[src/hdl/rv_pkg.sv]
`default_nettype none

package rv_pkg;

    typedef logic [31:0] data_t;       // Data word
    typedef logic [31:0] inst_addr_t;  // Byte address
    typedef logic [4:0]  reg_addr_t;   // Register index
    typedef logic [3:0]  byte_en_t;    // One bit per byte lane

    // Size of a load or store
    typedef enum logic [1:0] {
        ACCESS_BYTE = 2'd0,            // 8 bits
        ACCESS_HALF = 2'd1,            // 16 bits
        ACCESS_WORD = 2'd2             // 32 bits and reset value
    } mem_access_e;

    // Source of the register write-back value
    typedef enum logic [1:0] {
        WB_RESULT = 2'd0,              // ALU result
        WB_LOAD   = 2'd1,              // Extended load data
        WB_LINK   = 2'd2               // Return address pc + 4
    } wb_sel_e;

endpackage

`default_nettype wire

[src/hdl/load_store_unit.sv]
`timescale 1ns/10ps
`default_nettype none

module load_store_unit
    import rv_pkg::*;
(
    input  logic        i_clock,
    input  logic        i_rst_n,
    input  inst_addr_t  i_addr,             // Byte address from ALU result
    input  data_t       i_store_data,
    input  mem_access_e i_access,
    input  logic        i_unsigned,
    input  logic        i_rd_enable,
    input  logic        i_wr_enable,
    input  data_t       i_ram_rdata,        // Word read one cycle ago
    output logic        o_req,
    output logic        o_write,
    output inst_addr_t  o_word_index,
    output byte_en_t    o_byte_en,
    output data_t       o_wdata,
    output data_t       o_load_data,
    output logic        o_misaligned
);

    logic        access;                    // Load or store present
    logic        bad_align;
    logic [1:0]  offset_q;                  // Load format of last cycle
    mem_access_e access_q;
    logic        unsigned_q;
    data_t       shifted;                   // Addressed field at bit 0

    assign access = i_rd_enable | i_wr_enable;

    always_comb begin
        case (i_access)
            ACCESS_BYTE: bad_align = 1'b0;
            ACCESS_HALF: bad_align = i_addr[0];
            default:     bad_align = |i_addr[1:0];
        endcase
    end

    assign o_misaligned = access & bad_align;              // Blocked access
    assign o_req        = access & ~bad_align;
    assign o_write      = i_wr_enable & ~bad_align;
    assign o_word_index = {2'b00, i_addr[31:2]};

    always_comb begin
        case (i_access)
            ACCESS_BYTE: begin
                o_byte_en = byte_en_t'(4'b0001 << i_addr[1:0]);
                o_wdata   = {4{i_store_data[7:0]}};        // Copy to all lanes
            end
            ACCESS_HALF: begin
                o_byte_en = i_addr[1] ? 4'b1100 : 4'b0011;
                o_wdata   = {2{i_store_data[15:0]}};
            end
            default: begin
                o_byte_en = 4'b1111;
                o_wdata   = i_store_data;
            end
        endcase
    end

    always_ff @(posedge i_clock or negedge i_rst_n) begin
        if (!i_rst_n) begin
            offset_q   <= 2'b00;
            access_q   <= ACCESS_WORD;
            unsigned_q <= 1'b0;
        end else begin                      // Track request one cycle behind
            offset_q   <= i_addr[1:0];
            access_q   <= i_access;
            unsigned_q <= i_unsigned;
        end
    end

    assign shifted = i_ram_rdata >> {offset_q, 3'b000};

    always_comb begin
        case (access_q)
            ACCESS_BYTE: o_load_data = {{24{shifted[7] & ~unsigned_q}}, shifted[7:0]};
            ACCESS_HALF: o_load_data = {{16{shifted[15] & ~unsigned_q}}, shifted[15:0]};
            default:     o_load_data = shifted;
        endcase
    end

    // A slot carries either a load or a store
    a_one_access: assert property (@(posedge i_clock) disable iff (!i_rst_n)
        !(i_rd_enable && i_wr_enable));

endmodule

`default_nettype wire

[config.mk]
export PLATFORM = sky130hd
export DESIGN_NAME = load_store_unit
export DESIGN_NICKNAME = d
export VERILOG_FILES = /design/src/hdl/rv_pkg.sv /design/src/hdl/load_store_unit.sv
export SDC_FILE = /design/constraint.sdc
export NUM_CORES = 1
export LEC_CHECK = 0
export BUFFER_PORTS_ARGS = -buffer_cell sky130_fd_sc_hd__clkbuf_2
export CAP_MARGIN = 10
export CORE_AREA = 2 2 79 81
export CTS_BUF_LIST = sky130_fd_sc_hd__clkbuf_8
export CTS_CLUSTER_DIAMETER = 60
export DETAILED_ROUTE_END_ITERATION = 6
export DIE_AREA = 0 0 81 83
export PLACE_DENSITY = 0.7
export SYNTH_ARGS = -nofsm -noshare
export SYNTH_HDL_FRONTEND = slang
export SYNTH_SLANG_ARGS = --single-unit
[constraint.sdc]
create_clock -name i_clock -period 2.5 [get_ports i_clock]
set_clock_uncertainty 0.1 [all_clocks]
set_input_delay 0.125 -clock i_clock [delete_from_list [all_inputs] [get_ports i_clock]]
set_output_delay 0.125 -clock i_clock [all_outputs]
set_load 0.02 [all_outputs]
==> run summary <==
Post-route cell area = 2120 um^2
Ranking of synthesized cells by area = buf_4 20%, mux2i_1 17%, mux2_2 12%
Fin. Hold Viols = 0
Most frequent cell after synthesis = buf_4
Cell Area, Placed = 2030 um^2
CP Data Arrival Time = 2040 ps
Total CTS buffers = 3
Clock Pin Slew Worst Setup and Hold Paths = 40 ps
TritonRoute pass-1 iters = 4
Finished Core Util = 36.4%
Syn-to-layout area delta = 35.6%
Nets = 418
Synth Cell Area = 1560 um^2
Cells on Worst Hold Path = 2
Pins over their slew limit = 0
Placer Congestion = 0.779
Root Buffer = clkbuf_8
#FFs+latches synth = 5
Core area = 5820 um^2
Share of cells above drive strength 1 = 55.4%
FP Rows = 28
Avg Synthesized Cell Area = 7.40 um^2
Setup crit end kind = primary output
Setup violators final = 0
Crit path max fanout = 16
Fin crit period = 2270 ps
Power Dens Cells = 336 nW/um^2
Total grt overflow = 0
Setup_tns = 0 ps
Cell leakage power = 1.20 nW
Initial antenna violation count = 0
Rel. slew slack = 53.0%
Maximum capacitance violations = 0
Vias per inst = 4.69
RSZ-0062 raised after global routing = false
Largest net degree at the start of global routing = 31
Htree depth = 1
Number of enable flip-flop cells after synthesis = 0
Worst-margin pin slew = 703 ps
First-pass GRT wire length = 7.49 mm
Postcts setup bufs = 0
Seq/Total Area, Yosys = 8.09%
Die Width = 81 um
Port Buffers = 143
GRT Total Usage = 13.5%
Library cells used by synthesis = 28
Clock sinks = 5
Yosys top cell by area = buf_4
Synth cell count leaders = 41 x buf_4, 27 x mux2i_1, 24 x nand2_1
Final period util = 90.7%
DIE AREA = 6720 um^2
Vias in the first global route = 1626
DP Wirelength = 4.35 mm
Peak VDD IR = 0.120 mV
ANT nets after route = 0
Starting density of the core = 26.9%
Setup CP Type = reg -> out
Post-synth ARST share = 100%
DRC = 0
Ys flop type = dfrtp_1
Starting DRT DRC Count = 45
Diodes inserted = 0
Die height = 83 um
Data required time of the worst path = 2280 ps
Yosys warnings = 0
Drt total wl = 5.03 mm
Mapped Cells = 211
Via count = 1823
CP Launch Type = flop
I/O pin cnt = 206
Max Fclk = 0.441 GHz
TritonCTS clock tree = built
WL per Instance = 12.9 um
Status = complete, no violations
HP Class = in -> reg
Share of the synthesized area in the top cell type = 19.7%
Clock buffer depth = 2
-- state kept, by name, summed over array words and instances, names as in the netlist --
| name | flops |
|---|---|
| access_q | 2 |
| offset_q | 2 |
| unsigned_q | 1 |
-- cells in the final DEF, fill, tap and decap left out, drive strengths merged, types with 8 or more instances in the layout --
cell type	count
a211oi	14
a21oi	8
clkbuf	146
mux2	16
mux2i	28
nand2	24
nor2	22
nor2b	9
o21ai	16
-- path summary, 6_finish.rpt --
path / start / end
min in group asynchronous: i_rst_n / offset_q[0]
max in group asynchronous: i_rst_n / access_q[1]
worst min-delay path: i_access[1] / access_q[1]
worst max-delay path: offset_q[0] / o_load_data[16]
-- per-layer routing --
metal	part of all wire [%]	vias to the layer above	GRT usage (%)
met1	38	806	14.7
met3	9.1	4	2.07
li1	-	896	-
met2	52	117	26.7
met4	0.50	0	2.62
met5	0	-	0
-- power by group --
part / switching [mW] / leakage (nW) / internal, mW
Combinational: 0.288 / 1.12 / 0.187
Clock: 0.0390 / 0.0269 / 0.105
Sequential: 0.00651 / 0.0571 / 0.0863
-- logic make-up (layout without fill, tap and decap cells) --
logic type,Yosys count,count (layout),share of synthesized area (%)
AND/OR/NAND/NOR,60,60,17.2
buffers and inverters,55,157,24.4
AO/OA/AOI/OAI,46,46,19.8
multiplexers,44,44,30.3
flip-flops,5,5,8.09
other,1,2,0.240
-- through the flow --
stage | hold slack, ps | total power, mW | std cells | setup slack (ps)
4_1_cts | 149 | 0.720 | 389 | 203
5_1_grt | 150 | 0.759 | 389 | 90.8
2_1_floorplan | -271 | 0.463 | 212 | 620
3_3_place_gp | -157 | 0.563 | 381 | 537
6_report | 149 | 0.712 | 389 | 232
3_5_place_dp | -158 | 0.567 | 381 | 438
-- worst max-delay path, cell delays in order (launching register included) --
cell,delay [ps]
dfrtp_1,490
mux2i_1,280
mux2i_1,120
o211ai_2,530
o21ai_0,200
clkbuf_2,200
-- final cells by class --
| type | count | area [um^2] |
|---|---|---|
| repair buffers | 151 | 786 |
| inverters | 2 | 7.51 |
| clock inverters | 1 | 3.75 |
| flip-flops and latches | 5 | 126 |
| multi-input cells | 152 | 1060 |
| fillers | 633 | 3700 |
| clock buffers | 3 | 41.3 |
| well taps | 75 | 93.8 |
-- what timing repair did --
action	4_1_cts	5_1_grt
endpoints found under the hold margin	8	0
hold buffers	4	0
gates resized for setup	0	0
No activity file was read; power rests on OpenSTA's default activity.
