$ cat config.mk
export PLATFORM = sky130hd
export DESIGN_NAME = writeback_stage
export DESIGN_NICKNAME = d
export VERILOG_FILES = /design/src/hdl/rv_pkg.sv /design/src/hdl/writeback_stage.sv
export SDC_FILE = /design/constraint.sdc
export NUM_CORES = 1
export LEC_CHECK = 0
export CORE_ASPECT_RATIO = 0.7
export CORE_MARGIN = 2
export CORE_UTILIZATION = 45
export DETAILED_ROUTE_END_ITERATION = 16
export DONT_BUFFER_PORTS = 1
export PLACE_DENSITY = 0.72
export SLEW_MARGIN = 20
export SYNTH_ARGS = -nofsm -noshare
export SYNTH_HDL_FRONTEND = slang
export SYNTH_SLANG_ARGS = --single-unit
$ cat constraint.sdc
create_clock -name i_clock -period 2.2 [get_ports i_clock]
set_clock_uncertainty 0.15 [all_clocks]
set_input_delay 0.11 -clock i_clock [delete_from_list [all_inputs] [get_ports i_clock]]
set_output_delay 0.11 -clock i_clock [all_outputs]
set_load 0.02 [all_outputs]
$ cat src/hdl/rv_pkg.sv
`default_nettype none

package rv_pkg;

    typedef logic [31:0] data_t;       // Data word
    typedef logic [31:0] inst_addr_t;  // Byte address
    typedef logic [4:0]  reg_addr_t;   // Register index
    typedef logic [3:0]  byte_en_t;    // One bit per byte lane

    // Size of a load or store
    typedef enum logic [1:0] {
        ACCESS_BYTE = 2'd0,            // 8 bits
        ACCESS_HALF = 2'd1,            // 16 bits
        ACCESS_WORD = 2'd2             // 32 bits and reset value
    } mem_access_e;

    // Source of the register write-back value
    typedef enum logic [1:0] {
        WB_RESULT = 2'd0,              // ALU result
        WB_LOAD   = 2'd1,              // Extended load data
        WB_LINK   = 2'd2               // Return address pc + 4
    } wb_sel_e;

endpackage

`default_nettype wire

$ cat src/hdl/writeback_stage.sv
`timescale 1ns/10ps
`default_nettype none

module writeback_stage
    import rv_pkg::*;
(
    input  logic       i_clock,
    input  logic       i_rst_n,
    input  inst_addr_t i_pc,
    input  data_t      i_result,
    input  reg_addr_t  i_reg_wr_addr,
    input  logic       i_reg_wr_enable,
    input  wb_sel_e    i_reg_wr_data_sel,
    input  data_t      i_load_data,         // Arrives with registered fields
    output logic       o_wb_enable,
    output reg_addr_t  o_wb_addr,
    output data_t      o_wb_data
);

    inst_addr_t pc_q;
    data_t      result_q;
    wb_sel_e    sel_q;

    always_ff @(posedge i_clock or negedge i_rst_n) begin
        if (!i_rst_n) begin
            pc_q        <= '0;
            result_q    <= '0;
            sel_q       <= WB_RESULT;
            o_wb_addr   <= '0;
            o_wb_enable <= 1'b0;
        end else begin
            pc_q        <= i_pc;
            result_q    <= i_result;
            sel_q       <= i_reg_wr_data_sel;
            o_wb_addr   <= i_reg_wr_addr;
            o_wb_enable <= i_reg_wr_enable && (i_reg_wr_addr != '0);  // x0 stays zero
        end
    end

    always_comb begin
        case (sel_q)
            WB_LOAD: o_wb_data = i_load_data;
            WB_LINK: o_wb_data = pc_q + 32'd4;  // Return address
            default: o_wb_data = result_q;
        endcase
    end

endmodule

`default_nettype wire

==> impl_metrics.csv <==
group,metric,value,unit
run_status,status,"complete, but fails checks",
run_status,violations,"negative setup slack",
drt,dr.first_iter.drc_count,166,
sta,fmax,393.3,MHz
place,dp_hpwl,5989,µm
sta,tightest_slew,0.3659,ns
power_and_ir_drop,power,3.562,mW
cts,numCtsBuffers,9,
global_route,track_usage,27.83,%
synthesis,synth_cell_types,36,
floorplan,placement_rows,25,
floorplan,ios,144,
sta,fin_ws,-0.3424,ns
cts,cts_tree,"built",
setup_path,worstPathArrival,2.28,ns
global_route,grt_max_degree,73,
sta,slew-limit-headroom,75.56,%
setup_path,crit_type,"register to output port",
job,maxCapViolCount,0,
setup_path,cp-end-kind,"output port",
global_route,first_global_vias,3002,
layout,mostFrequentLayoutCells,"dlygate4sd3_1, dfrtp_1, buf_4",
synthesis,syn_inst,276,
hold_path,hold_class,"input pin to register",
layout,antenna_cells,0,
global_route,grt_pass1_wl,15210,µm
place,numPortBuffers,0,
synthesis,netlist_area,3037,µm²
place,dp_cells,413,
layout,instances_no_fill,524,
drt,ant_nets,0,
setup_path,worstPathRequired,1.94,ns
drt,avgRoutedWirePerCell,20.84,µm
sta,setup-tns-final,-3.553,ns
sta,rsz0062_at_grt,"yes",
drt,num_vias,2905,
drt,wirelength,10920,µm
power_and_ir_drop,ir_worst_vdd,521.8,µV
sta,whs,0.1520,ns
sta,layout_worst_path_cycle_share,115.6,%
layout,layout.nets,535,
synthesis,yosysWarnings,0,
cts,cts_root_buffer,"clkbuf_8",
drt,drt_pass1_iterations,4,
setup_path,cp_max_fo,4,
setup_path,crit_start,"pc_q[13]",
sta,setup_viol,17,
layout,syn_to_final_growth,73.75,%
floorplan,die_area,7432,µm²
cts,cts_sinks,72,
drt,viasPerCell,5.544,
layout,mostFrequentLayoutCell,"dlygate4sd3_1",
sta,fin_crit,2.542,ns
sta,slew_viol_final,0,
synthesis,synthesis.nets,385,
cts,path_clk_slew,0.08,ns
cts,cts_htree_levels,3,
global_route,overflow,0,
place,globalplace.congestion,0.8311,
floorplan,die-width,102.2,µm
layout,drive_above_1_share,36.28,%
floorplan,die_h,72.73,µm
power_and_ir_drop,p_per_area,675.2,nW/µm²
synthesis,yosysSeqAreaShare,59.33,%
floorplan,core-area,6631,µm²
setup_path,crit_end,"o_wb_data[27]",
power_and_ir_drop,p_leak,2.286,nW
global_route,antenna_found_initial,0,
cts,clockBufferDepth,2,
place,post_dp_cell_area,3545,µm²
floorplan,start_util,45.79,%
synthesis,synth_area_per_cell,11.00,µm²
setup_path,cp-start-kind,"register",
drt,drc,0,
synthesis,synth-seq-cells,72,
sta,hold_viol_final,0,
layout,stdcell_area,5276,µm²
## flip-flops by register name, summed over array words and instances (netlist names)
signal and count:
pc_q 32, sel_q 2, result_q 32, o_wb_enable 1, o_wb_addr 5
## worst max-delay path: stages, from the launching register on
cell	delay [ns]
dfrtp_1	0.37
nand4_1	0.15
or4_4	0.63
or3_4	0.36
a21boi_4	0.19
a2bb2oi_4	0.22
## cells by family after synthesis
logic type	synth area share, %
buf+inv	3.255
simple gates	14.50
compound gates	14.46
xor+xnor	7.211
flops	59.33
fa+ha+maj	1.236
## area by class of cell
cell class                 count  area, µm²
clock buffer                  10      137.6
clock inverter                 5      128.9
fill                         382       1355
inverter                       9      33.78
multi-input combinational    179       1546
sequential                    72       1807
tap                           94      117.6
timing repair buffer         155       1505
## power breakdown
group / internal [mW] / switching [mW] / total, mW
Sequential: 1.39 / 0.0489 / 1.44
Clock: 0.894 / 0.493 / 1.39
Combinational: 0.366 / 0.370 / 0.736
Total: 2.65 / 0.911 / 3.56
## cell usage after synthesis
library cell | n | share of area, %
o31ai_1 | 1 | 0.25
xnor2_1 | 19 | 5.5
or4_1 | 3 | 0.74
and4_2 | 1 | 0.33
xor2_1 | 6 | 1.7
nor2_1 | 6 | 0.74
or3_1 | 2 | 0.41
o21ai_0 | 24 | 4.0
nand2_1 | 29 | 3.6
inv_1 | 9 | 1.1
a221oi_1 | 1 | 0.29
a21o_1 | 1 | 0.25
nor3_1 | 9 | 1.5
and3_1 | 3 | 0.62
nand3_1 | 7 | 1.2
nand3b_1 | 1 | 0.25
buf_1 | 2 | 0.25
dfrtp_1 | 72 | 59
o21a_1 | 2 | 0.49
a2bb2oi_1 | 1 | 0.29
buf_2 | 1 | 0.16
a21oi_1 | 6 | 0.99
o221ai_1 | 5 | 1.4
and4_1 | 3 | 0.87
nor2b_1 | 4 | 0.82
a21bo_2 | 1 | 0.33
nand2b_1 | 1 | 0.21
ha_1 | 3 | 1.2
or2_1 | 1 | 0.21
nand4_1 | 13 | 2.7
nor4_1 | 2 | 0.41
a22oi_1 | 22 | 5.4
buf_4 | 1 | 0.25
a221oi_2 | 1 | 0.49
a21boi_1 | 1 | 0.25
clkbuf_1 | 12 | 1.5
## stage by stage
step | utilization [%] | worst slack, ns
floorplan | - | 0.01923
global placement | 53.45 | -0.02230
detailed placement | 53.45 | -0.06132
CTS | 73.30 | -0.2843
global route | 79.57 | -0.4230
finish | 79.57 | -0.3424
## worst min path at each step
stage / cells after the start / end / startpoint
2_1_floorplan: 0 / o_wb_addr[0] / i_rst_n
3_3_place_gp: 0 / result_q[11] / i_rst_n
3_5_place_dp: 0 / result_q[11] / i_rst_n
4_1_cts: 1 / result_q[8] / i_result[8]
5_1_grt: 1 / result_q[23] / i_result[23]
6_report: 1 / pc_q[13] / i_pc[13]
## repair_timing
| action | 4_1_cts | 5_1_grt |
|---|---|---|
| pin swaps | 29 | 38 |
| hold buffers | 74 | 0 |
| buffers inserted | 12 | 13 |
| cloned | 0 | 2 |
| endpoints found under the setup margin | 32 | 32 |
| resized for setup | 58 | 65 |
| endpoints found under the hold margin | 144 | 0 |
## per-layer routing
layer  wire [µm]  vias up  global-route usage, %
li1            -     1291                      -
met2        5199      173                  44.44
met3         996       29                  11.40
met5           0        -                      0
met1        4440     1412                  34.26
met4         282        0                  10.37
No activity file was read; power rests on OpenSTA's default activity.
