--- config.mk ---
export PLATFORM = sky130hd
export DESIGN_NAME = pipeline_ex_mem
export DESIGN_NICKNAME = d
export VERILOG_FILES = /design/src/hdl/rv_pkg.sv /design/src/hdl/pipeline_ex_mem.sv
export SDC_FILE = /design/constraint.sdc
export NUM_CORES = 1
export LEC_CHECK = 0
export BUFFER_PORTS_ARGS = -buffer_cell sky130_fd_sc_hd__buf_4
export CAP_MARGIN = 20
export CORE_ASPECT_RATIO = 2
export CORE_MARGIN = 2
export CORE_UTILIZATION = 39
export CTS_CLUSTER_DIAMETER = 30
export DETAILED_ROUTE_END_ITERATION = 8
export PLACE_DENSITY = 0.71
export SYNTH_ARGS = -nofsm -noshare
export SYNTH_HDL_FRONTEND = slang
export SYNTH_SLANG_ARGS = --single-unit
--- constraint.sdc ---
create_clock -name i_clock -period 1.19 [get_ports i_clock]
set_clock_uncertainty 0.2 [all_clocks]
set_input_delay 0.238 -clock i_clock [delete_from_list [all_inputs] [get_ports i_clock]]
set_output_delay 0.238 -clock i_clock [all_outputs]
set_load 0.01 [all_outputs]
--- src/hdl/rv_pkg.sv ---
`default_nettype none

package rv_pkg;

    typedef logic [31:0] data_t;       // Data word
    typedef logic [31:0] inst_addr_t;  // Byte address
    typedef logic [4:0]  reg_addr_t;   // Register index
    typedef logic [3:0]  byte_en_t;    // One bit per byte lane

    // Size of a load or store
    typedef enum logic [1:0] {
        ACCESS_BYTE = 2'd0,            // 8 bits
        ACCESS_HALF = 2'd1,            // 16 bits
        ACCESS_WORD = 2'd2             // 32 bits and reset value
    } mem_access_e;

    // Source of the register write-back value
    typedef enum logic [1:0] {
        WB_RESULT = 2'd0,              // ALU result
        WB_LOAD   = 2'd1,              // Extended load data
        WB_LINK   = 2'd2               // Return address pc + 4
    } wb_sel_e;

endpackage

`default_nettype wire

--- src/hdl/pipeline_ex_mem.sv ---
`timescale 1ns/10ps
`default_nettype none

module pipeline_ex_mem
    import rv_pkg::*;
(
    input  logic        i_clock,
    input  logic        i_rst_n,
    input  logic        i_stall,            // Keep current state
    input  logic        i_flush,            // Load a no-op
    input  inst_addr_t  i_pc,
    input  data_t       i_result,
    input  data_t       i_data_b,
    input  logic        i_mem_wr_enable,
    input  logic        i_mem_rd_enable,
    input  mem_access_e i_mem_access,
    input  logic        i_mem_unsigned,
    input  reg_addr_t   i_reg_wr_addr,
    input  logic        i_reg_wr_enable,
    input  wb_sel_e     i_reg_wr_data_sel,
    output inst_addr_t  o_pc,
    output data_t       o_result,
    output data_t       o_data_b,
    output logic        o_mem_wr_enable,
    output logic        o_mem_rd_enable,
    output mem_access_e o_mem_access,
    output logic        o_mem_unsigned,
    output reg_addr_t   o_reg_wr_addr,
    output logic        o_reg_wr_enable,
    output wb_sel_e     o_reg_wr_data_sel
);

    always_ff @(posedge i_clock or negedge i_rst_n) begin
        if (!i_rst_n) begin
            o_pc              <= '0;
            o_result          <= '0;
            o_data_b          <= '0;
            o_mem_wr_enable   <= 1'b0;
            o_mem_rd_enable   <= 1'b0;
            o_mem_access      <= ACCESS_WORD;      // Word is the idle size
            o_mem_unsigned    <= 1'b0;
            o_reg_wr_addr     <= '0;
            o_reg_wr_enable   <= 1'b0;
            o_reg_wr_data_sel <= WB_RESULT;
        end else if (i_flush || !i_stall) begin    // Flush beats stall
            o_pc              <= i_pc;
            o_result          <= i_result;
            o_data_b          <= i_data_b;
            o_mem_wr_enable   <= i_mem_wr_enable & ~i_flush;
            o_mem_rd_enable   <= i_mem_rd_enable & ~i_flush;
            o_mem_access      <= i_mem_access;
            o_mem_unsigned    <= i_mem_unsigned;
            o_reg_wr_addr     <= i_reg_wr_addr;
            o_reg_wr_enable   <= i_reg_wr_enable & ~i_flush;
            o_reg_wr_data_sel <= i_reg_wr_data_sel;
        end
    end

    // Flushed slot carries no side effect into MEM
    a_flush_nop: assert property (@(posedge i_clock) disable iff (!i_rst_n)
        i_flush |=> !o_mem_wr_enable && !o_reg_wr_enable);

endmodule

`default_nettype wire

==> impl_metrics.py <==
metrics = {
    "timing": {
        "finalCriticalPeriod_ns": 1.42,
        "slew_violations": 0,
        "fmax_mhz": 706,
        "setup-violations-final": 119,
        "rsz0062_at_grt": "true",
        "fin_crit_sh_pct": 119,
        "slew_headroom_pct": 79.4,
        "fin_setup_tns_ns": -12.89,
        "hold_viol_final": 0,
        "whs_ns": 0.138,
        "tightestPinTransition_ns": 0.309,
        "layout_setup_ws_ns": -0.227,
    },
    "outcome": {
        "status": "complete, but fails checks",
        "violations": "setup timing",
    },
    "power": {
        "p_switching_w": 0.00241,
        "power_frac_comb_pct": 24.2,
        "power.share.clock_pct": 32.2,
        "power_leakage_nw": 4.06,
        "p_seq_share_pct": 43.7,
        "ir_drop_mv": 0.909,
        "p_per_area_mw_per_mm2": 1170,
        "switching_share_pct": 24.7,
        "internal_power_w": 0.00734,
    },
    "worst_setup_path": {
        "worst-setup-path-type": "reg -> out",
        "cp-start-kind": "flop",
        "path_buf_inv": 1,
        "max_stage_delay_ns": 0.54,
        "crit_chain": "buf_6",
        "crit_path_end_kind": "primary output",
        "crit_slowest_cell": "dfstp_2",
        "cp.required_ns": 0.75,
        "crit_family": "flip-flops",
        "rrSetupSlack_ns": -0.06,
        "crit_path_max_fanout": 2,
        "worstPathArrival_ns": 0.98,
    },
    "clock_tree": {
        "clockBufferDepth": 2,
        "cts_tree": "built",
        "cts.sinks": 109,
        "numCtsBuffers": 9,
        "clockRootBuffer": "clkbuf_16",
        "clkTransAtPathRegs_ns": 0.07,
        "clock_latency_ns": 0.34,
        "h-tree-depth": 3,
    },
    "logic_synthesis": {
        "synth_seq_cells": 109,
        "synth_cells": 234,
        "yosysUniqueCellTypes": 9,
        "syn_area_mm2": 0.00421,
        "yosysWarnings": 0,
        "synth.net_count": 347,
        "avgSynthCellArea_um2": 18.0,
        "ys_seq_area_share_pct": 64.8,
    },
    "floorplanning": {
        "rows": 53,
        "die_x_um": 77.5,
        "dieArea_mm2": 0.0117,
        "start_util_pct": 39.9,
        "core_area_mm2": 0.0105,
        "ios": 222,
        "fp.dieH_um": 151,
    },
    "layout": {
        "layout-drive-gt1-share_pct": 64.2,
        "area_growth_pct": 97.1,
        "final_area_mm2": 0.00830,
        "n_antenna_cell": 0,
        "fin_nets": 736,
    },
    "grt": {
        "grt_pass1_wl_mm": 20.4,
        "track_usage_pct": 22.9,
        "grt_overflow": 0,
        "grt_pass1_vias": 3971,
        "grt_max_degree": 58,
        "antenna_found_initial": 0,
    },
    "detailed_routing": {
        "first_pass_iters": 4,
        "vias_per_cell": 4.58,
        "num_vias": 3506,
        "wl_per_cell_um": 18.1,
        "drt_wl_total_mm": 13.9,
        "final_antenna_net_count": 0,
        "drc": 0,
        "dr.first_iter.drc_count": 74,
    },
    "placement": {
        "place.gp.congestion": 0.821,
        "dp_hpwl_mm": 7.78,
        "io_buffer_count": 221,
        "placed_area_mm2": 0.00609,
    },
    "worst_hold_path": {
        "hold_path_class": "in -> reg",
    },
    "flow_run": {
        "maxCapViolCount": 0,
    },
}
-- flip-flops by register name, summed over array words and instances, names as in the netlist --
signal,flops
o_data_b,32
o_pc,32
o_result,32
o_reg_wr_addr,5
o_mem_access,2
o_reg_wr_data_sel,2
o_mem_rd_enable,1
o_mem_unsigned,1
o_mem_wr_enable,1
o_reg_wr_enable,1
-- path summary, 6_finish.rpt --
kind	startpoint	endpoint	cells after the start
max	o_mem_access[1]$_DFFE_PN1P_	o_mem_access[1]	1
min in group asynchronous	i_rst_n	o_pc[11]$_DFFE_PN0P_	3
min reg2reg	o_data_b[14]$_DFFE_PN0P_	o_data_b[14]$_DFFE_PN0P_	1
max in group asynchronous	i_rst_n	o_mem_access[1]$_DFFE_PN1P_	3
min	i_stall	o_reg_wr_enable$_DFFE_PN0P_	4
max reg2reg	o_result[23]$_DFFE_PN0P_	o_result[23]$_DFFE_PN0P_	3
-- synth_stat cells --
| cell | instances | area share, % |
|---|---|---|
| mux2_4 | 40 | 14 |
| nand2b_1 | 1 | 0.15 |
| mux2_2 | 66 | 18 |
| nor2_1 | 3 | 0.27 |
| mux2i_1 | 3 | 0.71 |
| buf_2 | 7 | 0.83 |
| dfstp_2 | 1 | 0.62 |
| buf_6 | 5 | 1.3 |
| dfrtp_1 | 108 | 64 |
-- final cells by class --
| class | instances | area, um^2 |
|---|---|---|
| sequential | 109 | 2730 |
| timing repair buffer | 390 | 3690 |
| multi-input combinational | 113 | 1400 |
| fill | 571 | 2240 |
| clock buffer | 10 | 239 |
| clock inverter | 6 | 76.3 |
| tap | 137 | 171 |
-- power groups by stage --
stage | logic (W) | clock network [W] | registers, W
after global routing | 0.00248 | 0.00337 | 0.00429
final | 0.00236 | 0.00314 | 0.00426
after detailed placement | 0.00161 | 0 | 0.00426
after CTS | 0.00219 | 0.00321 | 0.00424
after global placement | 0.00159 | 0 | 0.00424
after floorplan | 0.000503 | 0 | 0.00439
-- cells by family (layout without fill, tap and decap cells) --
kind of cell,after synthesis,in the layout,share of synthesized area [%]
buffers and inverters,12,406,2.17
and+or+nand+nor,4,4,0.416
muxes,109,109,32.6
DFF,109,109,64.8
-- through the flow --
step	utilization (%)	power [W]	std cells	setup slack, ns
floorplan	-	0.00489	234	-0.175
global placement	57.7	0.00583	589	-0.256
detailed placement	57.7	0.00587	589	-0.285
CTS	76.6	0.00964	737	-0.233
global route	78.7	0.0101	765	-0.259
finish	78.7	0.00975	765	-0.227
-- timing repair --
item,in CTS,in global routing
hold endpoints to repair,218,0
setup buffers,21,28
hold buffers,111,0
gates resized for setup,109,3
setup endpoints to repair,109,109
-- layer usage --
layer	GRT usage (%)	routed length [um]
met5	0	0
met4	11.3	668
met3	5.66	684
met2	43.6	8050
met1	22.6	4460
-- layout by cell type, fill, tap and decap left out, drive strengths merged --
cell / netlist / layout
dlygate4sd3: 0 / 111
clkinv: 0 / 1
inv: 0 / 4
mux2: 106 / 106
buf: 12 / 279
nand2b: 1 / 1
clkbuf: 0 / 10
bufinv: 0 / 1
dfstp: 1 / 1
dfrtp: 108 / 108
mux2i: 3 / 3
nor2: 3 / 3
Power figures use the tool's default switching activity.
