[src/hdl/rv_pkg.sv]
`default_nettype none

package rv_pkg;

    typedef logic [31:0] data_t;       // Data word
    typedef logic [31:0] inst_addr_t;  // Byte address
    typedef logic [4:0]  reg_addr_t;   // Register index
    typedef logic [3:0]  byte_en_t;    // One bit per byte lane

    // Size of a load or store
    typedef enum logic [1:0] {
        ACCESS_BYTE = 2'd0,            // 8 bits
        ACCESS_HALF = 2'd1,            // 16 bits
        ACCESS_WORD = 2'd2             // 32 bits and reset value
    } mem_access_e;

    // Source of the register write-back value
    typedef enum logic [1:0] {
        WB_RESULT = 2'd0,              // ALU result
        WB_LOAD   = 2'd1,              // Extended load data
        WB_LINK   = 2'd2               // Return address pc + 4
    } wb_sel_e;

endpackage

`default_nettype wire

[src/hdl/mem_arbiter.sv]
`timescale 1ns/10ps
`default_nettype none

module mem_arbiter
    import rv_pkg::*;
#(
    parameter int RAM_WORDS = 1024          // Power of two
)(
    input  logic       i_clock,
    input  logic       i_rst_n,
    input  logic       i_data_req,
    input  logic       i_data_write,
    input  inst_addr_t i_data_index,        // Word index
    input  byte_en_t   i_data_byte_en,
    input  data_t      i_data_wdata,
    input  logic       i_fetch_req,
    input  inst_addr_t i_fetch_addr,        // Byte address
    input  data_t      i_ram_rdata,
    output logic       o_fetch_grant,
    output logic       o_fetch_valid,
    output data_t      o_fetch_data,
    output data_t      o_data_rdata,
    output logic       o_ram_enable,
    output logic       o_ram_write,
    output inst_addr_t o_ram_index,
    output byte_en_t   o_ram_byte_en,
    output data_t      o_ram_wdata
);

    localparam int IDX_W = $clog2(RAM_WORDS);

    logic [IDX_W-1:0] ram_idx;              // Index within RAM depth
    logic             fetch_owner_q;        // Fetch held port last cycle

    assign o_fetch_grant = i_fetch_req & ~i_data_req;      // Data always first
    assign o_ram_enable  = i_data_req | i_fetch_req;
    assign o_ram_write   = i_data_req & i_data_write;      // Fetch only reads
    assign ram_idx       = i_data_req ? i_data_index[IDX_W-1:0]
                                      : i_fetch_addr[IDX_W+1:2];
    assign o_ram_index   = inst_addr_t'(ram_idx);
    assign o_ram_byte_en = i_data_req ? i_data_byte_en : 4'b1111;
    assign o_ram_wdata   = i_data_wdata;

    always_ff @(posedge i_clock or negedge i_rst_n) begin
        if (!i_rst_n)
            fetch_owner_q <= 1'b0;
        else
            fetch_owner_q <= o_fetch_grant;
    end

    assign o_fetch_valid = fetch_owner_q;
    assign o_fetch_data  = fetch_owner_q ? i_ram_rdata : '0;  // Route by owner
    assign o_data_rdata  = fetch_owner_q ? '0 : i_ram_rdata;

    // Fetch reads a full word at a word address
    a_fetch_aligned: assert property (@(posedge i_clock) disable iff (!i_rst_n)
        i_fetch_req |-> i_fetch_addr[1:0] == 2'b00);

endmodule

`default_nettype wire

[config.mk]
export PLATFORM = sky130hd
export DESIGN_NAME = mem_arbiter
export DESIGN_NICKNAME = d
export VERILOG_FILES = /design/src/hdl/rv_pkg.sv /design/src/hdl/mem_arbiter.sv
export SDC_FILE = /design/constraint.sdc
export NUM_CORES = 1
export LEC_CHECK = 0
export ABC_CLOCK_PERIOD_IN_PS = 1100
export BUFFER_PORTS_ARGS = -buffer_cell sky130_fd_sc_hd__buf_4
export CAP_MARGIN = 20
export CELL_PAD_IN_SITES_DETAIL_PLACEMENT = 0
export CELL_PAD_IN_SITES_GLOBAL_PLACEMENT = 1
export CORE_MARGIN = 8
export CORE_UTILIZATION = 10
export DETAILED_ROUTE_END_ITERATION = 12
export PLACE_DENSITY = 0.81
export SETUP_SLACK_MARGIN = 0.5
export SYNTH_ARGS = -nofsm -noshare
export SYNTH_HDL_FRONTEND = slang
export SYNTH_SLANG_ARGS = --single-unit
[constraint.sdc]
create_clock -name i_clock -period 1.1 [get_ports i_clock]
set_clock_uncertainty 0.2 [all_clocks]
set_input_delay 0.165 -clock i_clock [delete_from_list [all_inputs] [get_ports i_clock]]
set_output_delay 0.165 -clock i_clock [all_outputs]
set_load 0.05 [all_outputs]
==> flow_metrics.py, run 1 <==
metrics = {
    "floorplanning": {
        "die_area_mm2": 0.0141,
        "ioPinCount": 273,
        "die_w_um": 119,
        "core_mm2": 0.0103,
        "die_h_um": 119,
        "rows": 37,
        "initial_core_util": 0.103,
    },
    "synth": {
        "yosysWarnings": 0,
        "syn_area_mm2": 0.00106,
        "synth_area_per_cell_um2": 7.26,
        "synth-seq-cells": 1,
        "yosysSeqAreaShare": 0.0236,
        "syn_inst": 146,
        "synth_cell_types": 11,
    },
    "status": {
        "status": "finished, violations left",
        "violations": "hold timing, setup timing",
    },
    "cells_and_area": {
        "area_growth_pct": 168,
        "postLayoutCellArea_mm2": 0.00284,
        "stdcell_count": 391,
        "largest_reg_flops": 1,
        "fill_cells": 1056,
        "layout_common_cells": "64 x buf_4, 54 x buf_6, 33 x and2_4, 29 x nor2b_4, 27 x buf_8",
        "drive_gt1_frac": 0.914,
        "nets": 394,
        "antenna_cells": 0,
        "final_common_cell": "buf_4",
    },
    "global_routing": {
        "grt_max_degree": 30,
        "grt_overflow": 0,
        "grt_pass1_wl_um": 8880,
        "antenna_found_initial": 0,
        "gr-usage-all-layers": 0.0765,
        "first_global_vias": 1459,
    },
    "drt": {
        "drc": 0,
        "vias_per_cell": 3.28,
        "first_pass_iters": 3,
        "post_drt_wl_per_cell_um": 15.2,
        "drt_wl_total_um": 5940,
        "drt.antenna.violating_nets": 0,
        "num_vias": 1284,
        "drt-initial-drc-count": 48,
    },
    "timing": {
        "holdWs_ns": -0.256,
        "report.final.slew_viol_count": 0,
        "grt_setup_unrepaired": "yes",
        "fin_ws_ns": -0.291,
        "fmax_mhz": 719,
        "finalCriticalPeriod_ns": 1.39,
        "finalSetupViolations": 74,
        "hold_viol_final": 1,
        "period_share": 1.26,
    },
    "power_and_ir_drop": {
        "p_sw_mw": 1.07,
        "irDropWorstVdd_v": 0.000204,
        "power_frac_clock": 0,
        "p_int_mw": 0.794,
        "power_mw": 1.86,
        "p_leak_nw": 1.48,
        "power_density_mw_per_mm2": 656,
        "switching_share": 0.574,
        "seq_power_share": 0.024,
        "p_comb_frac": 0.976,
    },
    "setup_path": {
        "worstSetupPathType": "flip-flop to output pin",
        "required_ns": 0.73,
        "endpoint_kind": "output pin",
        "critPathMaxFanout": 29,
        "crit_path_start_kind": "flip-flop",
        "timing.critical_path.arrival_ns": 1.03,
    },
    "placement": {
        "post-place-cells": 387,
        "io_buffers": 142,
        "placed_cell_area_mm2": 0.00236,
        "gp_congestion": 0.737,
        "hpwl_um": 5120,
    },
    "clock_network": {
        "clk_pin_slew_worst_paths_ns": 0,
    },
    "flow_run": {
        "maxCapViolations": 0,
    },
    "min_path": {
        "holdCritPathClass": "primary input to async pin",
    },
}
[area by class of cell]
| cell class | count | area [µm²] | share of cell area |
|---|---|---|---|
| repair buffers | 151 | 1620 | 0.571 |
| well taps | 136 | 170 | 0.0599 |
| multi-input cells | 103 | 1020 | 0.359 |
| flip-flops and latches | 1 | 28.8 | 0.0101 |
[through the flow]
step | setup slack, ns | hold WS [ns] | util | setup TNS, ns
floorplan | -0.409 | -0.331 | - | -26.06
global placement | -0.308 | -0.252 | 0.229 | -20.50
detailed placement | -0.317 | -0.252 | 0.229 | -21.14
CTS | -0.291 | -0.252 | 0.274 | -16.79
global route | -0.319 | -0.252 | 0.275 | -18.41
finish | -0.291 | -0.256 | 0.275 | -16.50
[worst max path at each step]
| stage | startpoint | endpoint | slack [ns] | cells past startpoint |
|---|---|---|---|---|
| after floorplan | o_fetch_valid | o_data_rdata[10] | -0.41 | 3 |
| after global placement | o_fetch_valid | o_fetch_data[8] | -0.31 | 3 |
| after detailed placement | o_fetch_valid | o_fetch_data[6] | -0.32 | 3 |
| after CTS | o_fetch_valid | o_fetch_data[4] | -0.29 | 3 |
| after global routing | o_fetch_valid | o_fetch_data[4] | -0.32 | 3 |
| final | o_fetch_valid | o_fetch_data[4] | -0.29 | 3 |
[power by group through the flow]
stage / clock network [mW] / registers (mW) / logic [mW]
global route: 0 / 0.0450 / 1.89
CTS: 0 / 0.0446 / 1.82
detailed placement: 0 / 0.0443 / 1.62
floorplan: 0 / 0.0481 / 1.68
finish: 0 / 0.0445 / 1.82
global placement: 0 / 0.0440 / 1.61
[what timing repair did]
item | CTS | global route
pin swaps | 0 | 0
endpoints found under the hold margin | 1 | 1
setup endpoints to repair | 83 | 83
cloned | 1 | 0
resized for setup | 109 | 3
buffers inserted | 3 | 0
[logic make-up (layout without fill, tap and decap cells)]
kind of cell	count (synthesis)	count (layout)	synth area share
buf+inv	63	151	0.437
flops	1	1	0.0236
mux	10	10	0.117
other cells	1	22	0.00354
simple gates	71	71	0.419
[synth_stat cells (all sizes together)]
library cell,number,area [µm²]
or2,1,6.26
and2,33,206
mux2,10,124
nor2b,33,206
dfrtp,1,25.0
conb,1,3.75
buf,63,463
nand2b,4,25.0
[critical path, stage by stage (launching register included)]
cell and delay (ns):
dfrtp_4 0.49, buf_12 0.20, and2_4 0.18, buf_6 0.14
[layer usage]
metal	vias up	routed length (µm)	track usage
li1	582	-	-
met1	546	1810	0.0644
met2	132	3070	0.152
met3	24	889	0.0411
met4	0	163	0.0198
met5	-	0	0
Power figures use the tool's default switching activity.
==> run 2: changes to the inputs <==
--- a/config.mk
+++ b/config.mk
@@ -9,3 +9,2 @@
 export BUFFER_PORTS_ARGS = -buffer_cell sky130_fd_sc_hd__buf_4
-export CAP_MARGIN = 20
 export CELL_PAD_IN_SITES_DETAIL_PLACEMENT = 0
@@ -14,2 +13,3 @@
 export CORE_UTILIZATION = 10
+export CTS_CLUSTER_SIZE = 12
 export DETAILED_ROUTE_END_ITERATION = 12
==> constraint.sdc (replaced) <==
create_clock -name i_clock -period 1.1 [get_ports i_clock]
set_clock_uncertainty 0.2 [all_clocks]
set_input_delay 0.055 -clock i_clock [delete_from_list [all_inputs] [get_ports i_clock]]
set_output_delay 0.055 -clock i_clock [all_outputs]
set_load 0.05 [all_outputs]
==> run 2 against run 1 <==
Net effect: sequential power rose by 9.0%; the flow still finishes with violations (hold timing, setup timing); final cell count did not move; global-route usage fell by 0.63 points.
==> flow_metrics.py, run 2 (synthesized netlist as in run 1, its figures left out) <==
metrics = {
    "placement": {
        "gp_congestion": 0.728,
        "io_buffers": 142,
        "hpwl_um": 4820,
        "post-place-cells": 389,
    },
    "power_and_ir_drop": {
        "power_density_mw_per_mm2": 657,
        "irDropWorstVdd_v": 0.000306,
        "power_mw": 1.88,
        "p_leak_nw": 1.50,
    },
    "timing": {
        "period_share": 1.20,
        "report.final.slew_viol_count": 0,
        "finalSetupViolations": 65,
        "fin_ws_ns": -0.218,
        "fmax_mhz": 759,
        "finalCriticalPeriod_ns": 1.32,
        "holdWs_ns": -0.365,
        "grt_setup_unrepaired": "yes",
        "hold_viol_final": 33,
    },
    "floorplanning": {
        "initial_core_util": 0.103,
        "core_mm2": 0.0103,
        "die_h_um": 119,
        "ioPinCount": 273,
        "die_area_mm2": 0.0141,
        "die_w_um": 119,
        "rows": 37,
    },
    "global_routing": {
        "grt_max_degree": 20,
        "grt_pass1_wl_um": 8250,
        "antenna_found_initial": 0,
        "first_global_vias": 1503,
        "grt_overflow": 0,
        "gr-usage-all-layers": 0.0702,
    },
    "setup_path": {
        "worst-path-stages": 3,
        "worstSetupEndpoint": "o_data_rdata[30]",
        "worstSetupStartpoint": "o_fetch_valid",
        "slowest_delay_ns": 0.53,
        "timing.critical_path.arrival_ns": 1.06,
        "crit_family": "flip-flops",
        "endpoint_kind": "output pin",
        "critPathMaxFanout": 18,
        "required_ns": 0.84,
        "worstSetupPathType": "flip-flop to output pin",
        "crit_chain": "buf_16 > nor2b_2 > buf_6",
        "crit_path_start_kind": "flip-flop",
        "slowest_stage": "dfrtp_4",
        "critPathBufInv": 2,
    },
    "drt": {
        "vias_per_cell": 3.26,
        "wl_met1_um": 1810,
        "drc": 0,
        "post_drt_wl_per_cell_um": 14.2,
        "drt_wl_total_um": 5550,
        "routed.top_layer": "met4",
        "drt-initial-drc-count": 15,
        "drt.antenna.violating_nets": 0,
        "wl_met3_um": 948,
        "first_pass_iters": 4,
        "wl_met2_um": 2750,
        "num_vias": 1273,
    },
    "cells_and_area": {
        "drive_gt1_frac": 0.914,
        "nets": 394,
        "stdcell_count": 391,
        "layout_common_cells": "65 x buf_4, 50 x buf_6, 33 x and2_4, 31 x buf_8, 29 x nor2b_4",
        "regArea_um2": 28.8,
        "area_growth_pct": 170,
        "largest_reg_flops": 1,
        "multi_input_area_mm2": 0.00102,
        "fill_cells": 1082,
        "final_common_cell": "buf_4",
        "antenna_cells": 0,
    },
    "clock_network": {
        "cts_setup_buffers": 0,
        "clk_pin_slew_worst_paths_ns": 0,
    },
    "flow_run": {
        "maxCapViolations": 0,
    },
    "status": {
        "status": "finished, violations left",
        "violations": "hold timing, setup timing",
    },
    "min_path": {
        "holdCritPathClass": "primary input to async pin",
    },
}
run 2: cell counts in the layout (fill, tap and decap cells not counted):
No cell type changed its count.
run 2: how the worst min path moves through the flow:
stage             from            end  slack, ns  cells past startpoint
2_1_floorplan  i_rst_n  o_fetch_valid      -0.44                      0
3_3_place_gp   i_rst_n  o_fetch_valid      -0.36                      1
3_5_place_dp   i_rst_n  o_fetch_valid      -0.36                      1
4_1_cts        i_rst_n  o_fetch_valid      -0.36                      1
5_1_grt        i_rst_n  o_fetch_valid      -0.36                      1
6_report       i_rst_n  o_fetch_valid      -0.37                      1
run 2: final cells by class:
type                       count  area share
multi-input combinational    103       0.356
sequential                     1      0.0100
tap                          136      0.0594
timing repair buffer         151       0.575
run 2: through the flow:
| step | cell area, µm² | util | setup WS [ns] | setup TNS (ns) | hold WS [ns] |
|---|---|---|---|---|---|
| 2_1_floorplan | 1580 | - | -0.299 | -18.79 | -0.441 |
| 3_3_place_gp | 2360 | 0.229 | -0.237 | -11.86 | -0.359 |
| 3_5_place_dp | 2360 | 0.229 | -0.264 | -12.69 | -0.359 |
| 4_1_cts | 2840 | 0.275 | -0.223 | -11.84 | -0.359 |
| 5_1_grt | 2870 | 0.278 | -0.246 | -12.97 | -0.362 |
| 6_report | 2870 | 0.278 | -0.218 | -11.44 | -0.365 |
run 2: what timing repair did:
action / CTS / global route
gates cloned: 2 / 0
endpoints found under the hold margin: 33 / 33
setup endpoints to repair: 83 / 83
gates resized for setup: 111 / 8
run 2: metal layers:
metal | vias up | global-route usage
met2 | 121 | 0.134
met5 | - | 0
met3 | 6 | 0.0487
met4 | 0 | 0.00632
met1 | 563 | 0.0605
li1 | 583 | -
run 2: power breakdown:
part | internal [mW] | switching, mW
combinational | 0.774 | 1.06
clock | 0 | 0
sequential | 0.0407 | 0.00775
==> run 3: changes to the inputs <==
ABC_AREA = 1   (was not set)
PLACE_DENSITY = 0.84   (was 0.81)
==> run 3 against run 2 <==
Net effect: power increased by 21%; the flow still finishes with violations (hold timing, setup timing); final cell count grew 29%; die area is 11% higher; critical path type unchanged; sequential power decreased by 12%; via count grew 30%.
==> flow_metrics.py, run 3 <==
metrics = {
    "status": {
        "status": "finished, violations left",
        "violations": "hold timing, setup timing",
    },
    "placement": {
        "pre_cts_ws_ns": -0.367,
        "gp_congestion": 0.742,
        "io_buffers": 142,
        "hpwl_um": 5160,
    },
    "synth": {
        "yosysSeqAreaShare": 0.0210,
        "synth_cell_types": 10,
        "ys_top_cells_by_area": "buf_4 35%, inv_1 22%, nand2_1 21%",
        "synth_common_cells": "70 x inv_1, 67 x nand2_1, 55 x buf_4, 33 x nor2_1, 8 x buf_6",
        "synth_area_per_cell_um2": 5.02,
        "synth-edff-count": 0,
        "yosysWarnings": 0,
        "synth_ff_type": "dfrtp_1",
        "syn_area_mm2": 0.00119,
        "yosysTopAreaCellShare": 0.346,
        "yosys.area.top_type": "buf_4",
        "async_reset_ff_frac": 1.00,
        "synth.most_common_cell": "inv_1",
        "synth-seq-cells": 1,
        "syn_inst": 238,
    },
    "drt": {
        "vias_per_cell": 3.29,
        "drt-initial-drc-count": 22,
        "drt.antenna.violating_nets": 0,
        "wl_met3_um": 866,
        "post_drt_wl_per_cell_um": 12.7,
        "drc": 0,
        "first_pass_iters": 3,
        "wl_met2_um": 3540,
        "routed.top_layer": "met4",
        "wl_met1_um": 1960,
        "num_vias": 1660,
        "drt_wl_total_um": 6390,
    },
    "global_routing": {
        "grt_max_degree": 13,
        "first_global_vias": 1958,
        "grt_overflow": 0,
        "grt_pass1_wl_um": 10400,
        "antenna_found_initial": 0,
        "gr-usage-all-layers": 0.0784,
    },
    "power_and_ir_drop": {
        "p_leak_nw": 1.77,
        "seq_power_share": 0.019,
        "power_density_mw_per_mm2": 587,
        "p_sw_mw": 1.37,
        "p_comb_frac": 0.981,
        "irDropWorstVdd_v": 0.000249,
        "power_frac_clock": 0,
        "switching_share": 0.600,
        "p_int_mw": 0.910,
    },
    "setup_path": {
        "critPathMaxFanout": 12,
        "required_ns": 0.84,
        "worstSetupPathType": "flip-flop to output pin",
        "timing.critical_path.arrival_ns": 1.11,
        "crit_path_start_kind": "flip-flop",
        "endpoint_kind": "output pin",
    },
    "floorplanning": {
        "rows": 40,
        "die_h_um": 125,
        "die_area_mm2": 0.0157,
        "ioPinCount": 273,
        "die_w_um": 125,
        "initial_core_util": 0.101,
        "core_mm2": 0.0118,
    },
    "cells_and_area": {
        "area_growth_pct": 225,
        "final_common_cell": "buf_4",
        "layout_common_cells": "61 x buf_4, 52 x buf_6, 36 x inv_1, 34 x clkinvlp_4",
        "nets": 497,
        "drive_gt1_frac": 0.832,
        "finish.utilization": 0.329,
        "multi_input_area_mm2": 0.00131,
        "largest_reg_flops": 1,
        "fill_cells": 1201,
        "antenna_cells": 0,
        "regArea_um2": 28.8,
    },
    "timing": {
        "hold_viol_final": 33,
        "finalCriticalPeriod_ns": 1.36,
        "fin_ws_ns": -0.261,
        "report.final.slew_viol_count": 0,
        "holdWs_ns": -0.369,
        "grt_setup_unrepaired": "yes",
        "tns_ns": -13.90,
        "finalSetupViolations": 65,
        "period_share": 1.24,
        "fmax_mhz": 735,
    },
    "flow_run": {
        "maxCapViolations": 0,
    },
    "min_path": {
        "holdCritPathClass": "primary input to async pin",
    },
    "clock_network": {
        "clk_pin_slew_worst_paths_ns": 0,
    },
}
## run 3: final timing paths
kind                             startpoint              end  slack, ns
min                                 i_rst_n    o_fetch_valid      -0.37
max in group asynchronous           i_rst_n    o_fetch_valid       0.97
min in group i_clock       i_data_wdata[26]  o_ram_wdata[26]      -0.09
max                           o_fetch_valid  o_fetch_data[4]      -0.26
## run 3: logic make-up after synthesis
kind of cell | Yosys count | synth area share
flip-flops | 1 | 0.0210
AND/OR/NAND/NOR | 101 | 0.320
buffers and inverters | 135 | 0.656
other | 1 | 0.00314
## run 3: what timing repair did
item,4_1_cts,5_1_grt
cloned,5,0
endpoints found under the setup margin,83,83
pin swaps,12,3
buffers inserted,5,0
hold endpoints to repair,33,33
resized for setup,164,18
## run 3: final cells by class
class                      count  area share
inverter                      71       0.108
multi-input combinational    123       0.337
timing repair buffer         162       0.493
timing repair inverter         1     0.00774
tap                          147      0.0474
sequential                     1     0.00741
## run 3: power groups by stage
| stage | logic [mW] | clock network [mW] | registers [mW] |
|---|---|---|---|
| finish | 2.24 | 0 | 0.0425 |
| CTS | 2.21 | 0 | 0.0425 |
| floorplan | 1.68 | 0 | 0.0478 |
| global placement | 1.81 | 0 | 0.0502 |
| detailed placement | 1.83 | 0 | 0.0514 |
| global route | 2.33 | 0 | 0.0432 |
## run 3: critical path, cell delays in order (launching register included)
cell and delay (ns):
dfrtp_4 0.46, buf_12 0.17, buf_12 0.16, nand2_2 0.08
clkinvlp_4 0.08, buf_6 0.15
## run 3: layer usage
layer | vias to the layer above | GRT usage
met5 | - | 0
met4 | 0 | 0.00287
met3 | 2 | 0.0442
met2 | 120 | 0.150
met1 | 738 | 0.0749
li1 | 800 | -
## run 3: through the flow
stage	hold WS, ns	power [mW]	std cells	instance area [µm²]
final	-0.369	2.28	505	3880
after global routing	-0.366	2.37	505	3880
after floorplan	-0.441	1.73	259	2140
after global placement	-0.364	1.86	495	2980
after detailed placement	-0.367	1.88	495	2980
after CTS	-0.367	2.25	505	3790
